### config.mk
export PLATFORM = sky130hd
export DESIGN_NAME = wayResolver
export DESIGN_NICKNAME = d
export VERILOG_FILES = /design/src/cachePkg.sv /design/src/wayResolver.sv
export SDC_FILE = /design/constraint.sdc
export NUM_CORES = 1
export LEC_CHECK = 0
export ABC_CLOCK_PERIOD_IN_PS = 3000
export BUFFER_PORTS_ARGS = -buffer_cell sky130_fd_sc_hd__buf_2
export CAP_MARGIN = 15
export CORE_AREA = 4 4 117 119
export CTS_CLUSTER_DIAMETER = 150
export CTS_CLUSTER_SIZE = 20
export DETAILED_ROUTE_END_ITERATION = 10
export DIE_AREA = 0 0 121 123
export PLACE_DENSITY = 0.71
export SLEW_MARGIN = 20
export SYNTH_ARGS = -nofsm -noshare
export SYNTH_HDL_FRONTEND = slang
export SYNTH_SLANG_ARGS = --single-unit
### constraint.sdc
create_clock -name clk -period 3 [get_ports clk]
set_clock_uncertainty 0.2 [all_clocks]
set_input_delay 0.15 -clock clk [delete_from_list [all_inputs] [get_ports clk]]
set_output_delay 0.15 -clock clk [all_outputs]
set_load 0.005 [all_outputs]
### src/cachePkg.sv
// Cache geometry constants and the shared tag-entry and byte-lane types.
package cachePkg;

  localparam int addrWidth    = 6;                 // Set index width, 64 sets.
  localparam int numWays      = 4;                 // Ways in every set.
  localparam int wayWidth     = 2;                 // Enough bits to name one way.
  localparam int wordWidth    = 32;                // One word per way.
  localparam int bytesPerWord = wordWidth / 8;     // Byte enables per word.
  localparam int tagWidth     = 20;                // Stored tag bits.

  // One tag RAM lane per way.
  typedef struct packed {
    logic                valid;                    // Entry holds a live line.
    logic [tagWidth-1:0] tag;                      // Upper address bits of the line.
  } tagEntryT;

  // Data RAM lane, one byte so byte enables map to lanes directly.
  typedef logic [7:0] byteT;

endpackage

### src/wayResolver.sv
// Way resolver, comparing the set's tags with the lookup tag and picking words for both clients.
`timescale 1ns/100ps

module wayResolver (
  input  logic                           clk,
  input  logic                           arstN,
  input  logic                           sel,
  input  logic [cachePkg::tagWidth-1:0]  rwTag,         // Lookup tag, aligned with rwReadAddress.
  input  logic [cachePkg::wayWidth-1:0]  riChannel,     // Way that ri reads back.
  input  logic [cachePkg::wordWidth-1:0] wayWord0,
  input  logic [cachePkg::wordWidth-1:0] wayWord1,
  input  logic [cachePkg::wordWidth-1:0] wayWord2,
  input  logic [cachePkg::wordWidth-1:0] wayWord3,
  input  cachePkg::tagEntryT             tagEntry0,
  input  cachePkg::tagEntryT             tagEntry1,
  input  cachePkg::tagEntryT             tagEntry2,
  input  cachePkg::tagEntryT             tagEntry3,
  output logic                           hit,
  output logic [cachePkg::wayWidth-1:0]  hitWay,        // Lowest matching way, 0 on a miss.
  output logic [cachePkg::wordWidth-1:0] rwReadData,    // Hit word, 0 on a miss.
  output logic [cachePkg::wordWidth-1:0] riReadData
);

  logic [cachePkg::tagWidth-1:0]  tagQ;                 // Lookup tag delayed to match the RAM.
  logic [cachePkg::wayWidth-1:0]  channelQ;
  logic                           selQ;                 // Owner of the data now on the RAM outputs.
  logic [cachePkg::wordWidth-1:0] words [cachePkg::numWays];
  cachePkg::tagEntryT             entries [cachePkg::numWays];
  logic [cachePkg::numWays-1:0]   matchVec;             // One bit per valid, equal tag.
  logic [cachePkg::wayWidth-1:0]  matchWay;

  // Lines the side information up with the synchronous RAM read.
  always_ff @(posedge clk or negedge arstN) begin
    if (!arstN) begin
      tagQ     <= '0;
      channelQ <= '0;
      selQ     <= 1'b0;
    end else begin
      tagQ     <= rwTag;
      channelQ <= riChannel;
      selQ     <= sel;
    end
  end

  assign words   = '{wayWord0, wayWord1, wayWord2, wayWord3};
  assign entries = '{tagEntry0, tagEntry1, tagEntry2, tagEntry3};

  // Walking down from the top leaves the lowest match in matchWay.
  always_comb begin
    matchWay = '0;
    for (int way = cachePkg::numWays - 1; way >= 0; way--) begin
      matchVec[way] = entries[way].valid && (entries[way].tag == tagQ);
      if (matchVec[way]) begin
        matchWay = way[cachePkg::wayWidth-1:0];
      end
    end
  end

  assign hit        = (|matchVec) & ~selQ;              // No hits reported while ri owned the read.
  assign hitWay     = hit ? matchWay : '0;
  assign rwReadData = hit ? words[matchWay] : '0;
  assign riReadData = words[channelQ];                  // Named way, regardless of tags.

endmodule

==> summary.txt, run 1 <==
Clock network
  • H-tree Lvls: 1
  • Num CTS Buffers: 3
  • CTS tree: done
  • Clock transition at path regs: 70 ps
  • Root Buffer: clkbuf_16
  • CTS sink cnt: 23
  • Clock Path Buffers: 2

Floorplan
  • Chip width: 121 um
  • Core area: 12600 sq um
  • Die area: 14900 sq um
  • Ports: 304
  • Row cnt: 41
  • Die Ht: 123 um
  • Starting density of the core: 26.2%

Cells and area
  • Register Area: 589 sq um
  • Fin cells: 814
  • Share of cells above drive strength 1: 65.1%
  • Nets: 879
  • Area of the multi-input gates: 2660 sq um
  • Layout area overhead: 75.9%
  • Filler cell count: 1197

Timing
  • Final setup viols: 32
  • RSZ-0062 raised after global routing: yes
  • Final Hold Viols: 0
  • Max Slew Vio Count: 0
  • Crit share post-route: 107%
  • Max-Slew Margin vs Limit: 62.2%
  • Tmin final: 3200 ps
  • Worst setup margin: -196 ps
  • Fmax: 0.313 GHz
  • Worst slew pin tran: 567 ps

Setup path
  • Slowest CP cell: dfrtp_2
  • Startpoint types: register
  • CP Max Fanout: 8
  • Critical path type: register to primary output
  • Req. time, crit path: 2650 ps
  • WP data arrival: 2850 ps
  • Buffers & Inverters on Critical Path: 5
  • CP max stage delay: 450 ps
  • Critical Path End Type: primary output
  • CP Cell Sequence: buf_4 -> xor2_1 -> nor4_1 -> nand4_1 -> nor4_4 -> buf_4 -> a211oi_4 -> buf_6 -> buf_12 -> mux2i_2 -> o22ai_2 -> buf_2
  • CP most frequent cell: buf_4
  • CP top delay family: simple AND/OR/NAND/NOR gates

Global routing
  • GR Overflow Total: 0
  • Vias in the first global route: 4203
  • Largest net degree at the start of global routing: 24
  • Initial antenna violation count: 1
  • First-pass GRT wire length: 21.7 mm
  • Gr usage total: 18.5%

Pwr
  • P_int: 0.838 mW
  • Worst VDD drop: 0.000181 V
  • Switching share of total power: 30.5%
  • Psw: 0.368 mW
  • Clk pwr share: 24.8%
  • P_leak: 2.59 nW
  • Flop pwr share: 29.7%
  • Logic pwr share: 45.5%
  • PwrDens: 208 nW/um^2

Placement
  • DP HPWL: 12.4 mm
  • Count of input and output buffers: 303
  • RePlAce Congestion: 0.831
  • DP Cell Count: 768
  • Pre-CTS setup slack: -49.8 ps

Synthesis
  • Synth cell types: 25
  • Syn nets: 531
  • Synthesized cell area: 3290 sq um
  • Sequential fraction of the synthesis area: 17.5%
  • Multiplexer share of the synthesized area: 41.4%
  • FF+latch count, synth: 23
  • Syn Area/Cell: 11.2 sq um
  • Area share of fa/ha/maj cells after synthesis: 0%
  • Main combinational cell family by area after synthesis: multiplexers
  • Yosys top cell area share: 21.9%
  • Yosys Warn Count: 0
  • Compound-Gate Fraction of Synth Area: 7.15%
  • Synth top area cells: mux4_2 (22%), mux2i_1 (19%), dfrtp_1 (17%)
  • Post-synthesis xor/xnor area fraction: 21.5%
  • Synthesized instance count: 294
  • Synth Area in Simple Gates: 6.54%
  • Area leader, netlist: mux4_2

Route
  • DR iter-0 viols: 112
  • Wire per inst: 18.6 um
  • Met2 WL: 8.04 mm
  • Vias: 3988
  • Max Used Layer: met4
  • Detailed Route WL: 15.2 mm
  • M1 WL: 5.73 mm
  • Met3 wire length: 1.13 mm
  • Detail Route Antenna Nets: 0
  • Vias per std cell: 4.90
  • Drt first pass iters: 4
  • DRC viols: 0

Outcome
  • Failing checks: negative setup slack
  • Status: finished, violations left

Worst hold path
  • Hold/Removal Path Class: input pin to async pin

Run
  • Maxcap violations: 0
## through the flow
stage | hold slack [ps] | power [mW] | utilization, % | cell area (sq um) | setup TNS, ps
2_1_floorplan | -346 | 0.582 | - | 3290 | 0
3_3_place_gp | -19.1 | 0.854 | 40.5 | 5090 | -31.7
3_5_place_dp | -17.0 | 0.862 | 40.5 | 5090 | -275
4_1_cts | 238 | 1.21 | 45.0 | 5650 | -3370
5_1_grt | 290 | 1.28 | 46.1 | 5790 | -8900
6_report | 216 | 1.21 | 46.1 | 5790 | -4290
## registers in the layout, indices dropped and copies added, names as in the netlist
register / count
tagQ: 20
channelQ: 2
selQ: 1
## power by group through the flow
stage | registers [mW] | clock network [mW] | logic (mW)
floorplan | 0.349 | 0 | 0.233
global placement | 0.363 | 0 | 0.491
detailed placement | 0.364 | 0 | 0.498
CTS | 0.357 | 0.308 | 0.544
global route | 0.361 | 0.327 | 0.594
finish | 0.358 | 0.299 | 0.549
## repair_timing
action | CTS | global route
buffers inserted | 12 | 1
resized for setup | 27 | 16
endpoints found under the setup margin | 33 | 34
pin swaps | 10 | 6
gates cloned | 2 | 2
hold buffers | 24 | 0
hold endpoints to repair | 46 | 0
## placed cells by master (no fill, tap or decap), types with 2 or more instances in the layout
cell,instances
buf_12,5
nand3_1,4
mux4_2,32
buf_2,302
buf_6,7
buf_4,26
xnor2_1,50
dfrtp_1,12
clkbuf_16,5
nand4_1,14
nor2_1,3
xor2_1,24
dlygate4sd3_1,24
mux2i_1,60
nor4_1,4
mux2i_2,3
o22ai_2,5
buf_16,2
dfrtp_2,11
xnor2_2,6
nor4_2,5
o22ai_1,27
## worst paths after layout
check | from | to | slack (ps) | cells past startpoint
min in group clk | rwTag[0] | tagQ[0] | 330 | 2
hold / removal | arstN | tagQ[2] | 220 | 2
max in group asynchronous | arstN | tagQ[10] | 1970 | 2
setup / recovery | tagQ[2] | rwReadData[20] | -200 | 12
## cell type report
type	count	area share (%)
clock inverter	1	0.0864
multi-input combinational	245	46.0
clock buffer	3	1.30
antenna	1	0.0432
tap	172	3.72
sequential	23	10.2
inverter	1	0.151
timing repair buffer	368	38.5
## logic make-up after synthesis
family,Yosys count
multiplexers,96
XOR/XNOR,80
AO/OA/AOI/OAI,36
AND/OR/NAND/NOR,33
buffers and inverters,26
flip-flops,23
## synth_stat cells
master,number
a211oi_2,1
a31oi_1,1
buf_1,1
buf_12,3
buf_2,4
buf_6,3
buf_8,2
clkbuf_1,12
dfrtp_1,23
inv_2,1
mux2i_1,64
mux4_2,32
nand3_1,4
nand4_1,14
nor2_1,3
nor2b_1,2
nor4_1,8
nor4_2,1
nor4_4,1
o21ai_1,1
o21bai_2,1
o22ai_1,32
xnor2_1,55
xnor2_2,1
xor2_1,24
## layer usage
layer	track usage, %	vias to the layer above
met5	0	-
met4	3.40	0
met3	3.43	16
met2	35.2	217
met1	21.7	1913
li1	-	1842
(Power assumes the default switching activity.)
==> run 2: changes to the inputs <==
- CELL_PAD_IN_SITES_DETAIL_PLACEMENT: default -> 1
- CELL_PAD_IN_SITES_GLOBAL_PLACEMENT: default -> 1
- CORE_AREA: 4 4 117 119 -> default
- CORE_MARGIN: default -> 4
- CORE_UTILIZATION: default -> 26
- CTS_BUF_LIST: default -> sky130_fd_sc_hd__clkbuf_16
- DIE_AREA: 0 0 121 123 -> default
- PLACE_DENSITY: 0.71 -> 0.93
==> summary.txt, run 2 (synthesis gave the netlist of run 1 again) <==
Timing
  • Max-Slew Margin vs Limit: 59.9%
  • Setup TNS: -5170 ps
  • Final setup viols: 33
  • Worst slew pin tran: 601 ps
  • Fmax: 0.312 GHz
  • Max Slew Vio Count: 0
  • RSZ-0062 raised after global routing: yes
  • Worst setup margin: -203 ps
  • Final Hold Viols: 0
  • Crit share post-route: 107%
  • Tmin final: 3200 ps

Floorplan
  • Core area: 12200 sq um
  • Ports: 304
  • Die area: 14500 sq um
  • Chip width: 121 um
  • Starting density of the core: 27.0%
  • Die Ht: 121 um
  • Row cnt: 40

Global routing
  • First-pass GRT wire length: 28.2 mm
  • Vias in the first global route: 4887
  • Gr usage total: 25.0%
  • GR Overflow Total: 0
  • Largest net degree at the start of global routing: 33
  • Initial antenna violation count: 3

Placement
  • Post-DP Area: 5070 sq um
  • DP Cell Count: 759
  • Count of input and output buffers: 303
  • Pre-CTS setup slack: -40.5 ps
  • RePlAce Congestion: 0.874
  • DP HPWL: 14.2 mm

Pwr
  • PwrDens: 208 nW/um^2
  • Logic pwr share: 48.1%
  • Psw: 0.419 mW
  • Worst VDD drop: 0.000178 V
  • Flop pwr share: 28.2%
  • Switching share of total power: 32.9%
  • P_leak: 2.77 nW
  • Clk pwr share: 23.7%
  • P_int: 0.856 mW

Setup path
  • Critical Path End Type: primary output
  • Req. time, crit path: 2650 ps
  • WP data arrival: 2850 ps
  • Startpoint types: register
  • CP Max Fanout: 7
  • Critical path type: register to primary output

Route
  • Drt first pass iters: 4
  • Wire per inst: 23.8 um
  • DR iter-0 viols: 200
  • Vias: 4254
  • Vias per std cell: 5.17
  • Detail Route Antenna Nets: 0
  • Detailed Route WL: 19.6 mm
  • DRC viols: 0

Cells and area
  • Fin cells: 823
  • Nets: 890
  • Share of cells above drive strength 1: 68.9%
  • Largest regs: tagQ (20), channelQ (2), selQ (1)
  • Layout area overhead: 86.3%
  • Post-route cell area: 6130 sq um
  • Most frequent cells in the layout: buf_2 (301), mux2i_1 (51), xnor2_1 (44), mux4_2 (32)
  • Filler cell count: 1432
  • Max FFs per register: 20
  • Register Area: 597 sq um
  • Most common cell after layout, fill and taps aside: buf_2
  • Area of the multi-input gates: 2810 sq um
  • Reg with most FFs: tagQ
  • Final Core Density: 50.2%

Clock network
  • Num CTS Buffers: 3
  • CTS tree: done
  • Clock Path Buffers: 2
  • Clock transition at path regs: 70 ps
  • H-tree Lvls: 1
  • Root Buffer: clkbuf_16
  • CTS sink cnt: 23

Run
  • Maxcap violations: 0

Outcome
  • Failing checks: negative setup slack
  • Status: finished, violations left

Worst hold path
  • Hold/Removal Path Class: input pin to async pin
[run 2: cell types whose count changed in the layout (fill, tap and decap cells not counted), sizes merged]
| cell | before | now |
|---|---|---|
| inv | 0 | 2 |
| diode | 1 | 3 |
| clkinv | 2 | 0 |
| buf | 342 | 353 |
[run 2: stage by stage]
stage               total power, mW  hold WS [ps]
CTS                            1.23           227
finish                         1.28           284
global placement              0.849         -33.5
detailed placement            0.869         -22.4
global route                   1.34           311
floorplan                     0.582          -346
[run 2: cell type report]
type,count,share of cell area [%]
Timing Repair Buffer,379,39.5
Inverter,1,0.102
Clock inverter,1,0.0612
Sequential cell,23,9.73
Antenna cell,3,0.122
Tap cell,168,3.43
Multi-Input combinational cell,245,45.8
Clock buffer,3,1.22
[run 2: what timing repair did]
action,in CTS,in global routing
hold endpoints to repair,46,0
hold buffers,24,0
gates resized for setup,47,38
cloned,6,2
pin swaps,28,25
buffers inserted,24,7
endpoints found under the setup margin,34,34
[run 2: power by group through the flow]
| stage | Clock [mW] | Combinational (mW) | Sequential, mW |
|---|---|---|---|
| finish | 0.303 | 0.614 | 0.359 |
| global route | 0.324 | 0.655 | 0.362 |
| CTS | 0.307 | 0.566 | 0.356 |
| detailed placement | 0 | 0.506 | 0.363 |
| global placement | 0 | 0.487 | 0.362 |
| floorplan | 0 | 0.233 | 0.349 |
[run 2: worst paths after layout]
| path | cells past startpoint | from | end |
|---|---|---|---|
| min | 2 | arstN | tagQ[18] |
| max in group asynchronous | 2 | arstN | tagQ[15] |
| min in group clk | 2 | rwTag[11] | tagQ[11] |
| max | 11 | tagQ[11] | rwReadData[1] |
[run 2: worst max-delay path, stage by stage (launching register included)]
cell and delay, ps:
dfrtp_1 420, buf_6 150, xnor2_4 160, nand3_2 110, nor4_4 320, nand4_1 260, a211oi_4 340, buf_6 200
buf_8 150, mux2i_1 230, o22ai_1 110, buf_2 140
[run 2: metal layers]
layer | track usage, % | share of wire [%] | vias to the layer above
met4 | 11.3 | 4.0 | 0
met1 | 26.3 | 33 | 2082
met3 | 6.17 | 7.9 | 56
met5 | 0 | 0 | -
li1 | - | - | 1867
met2 | 46.5 | 55 | 249
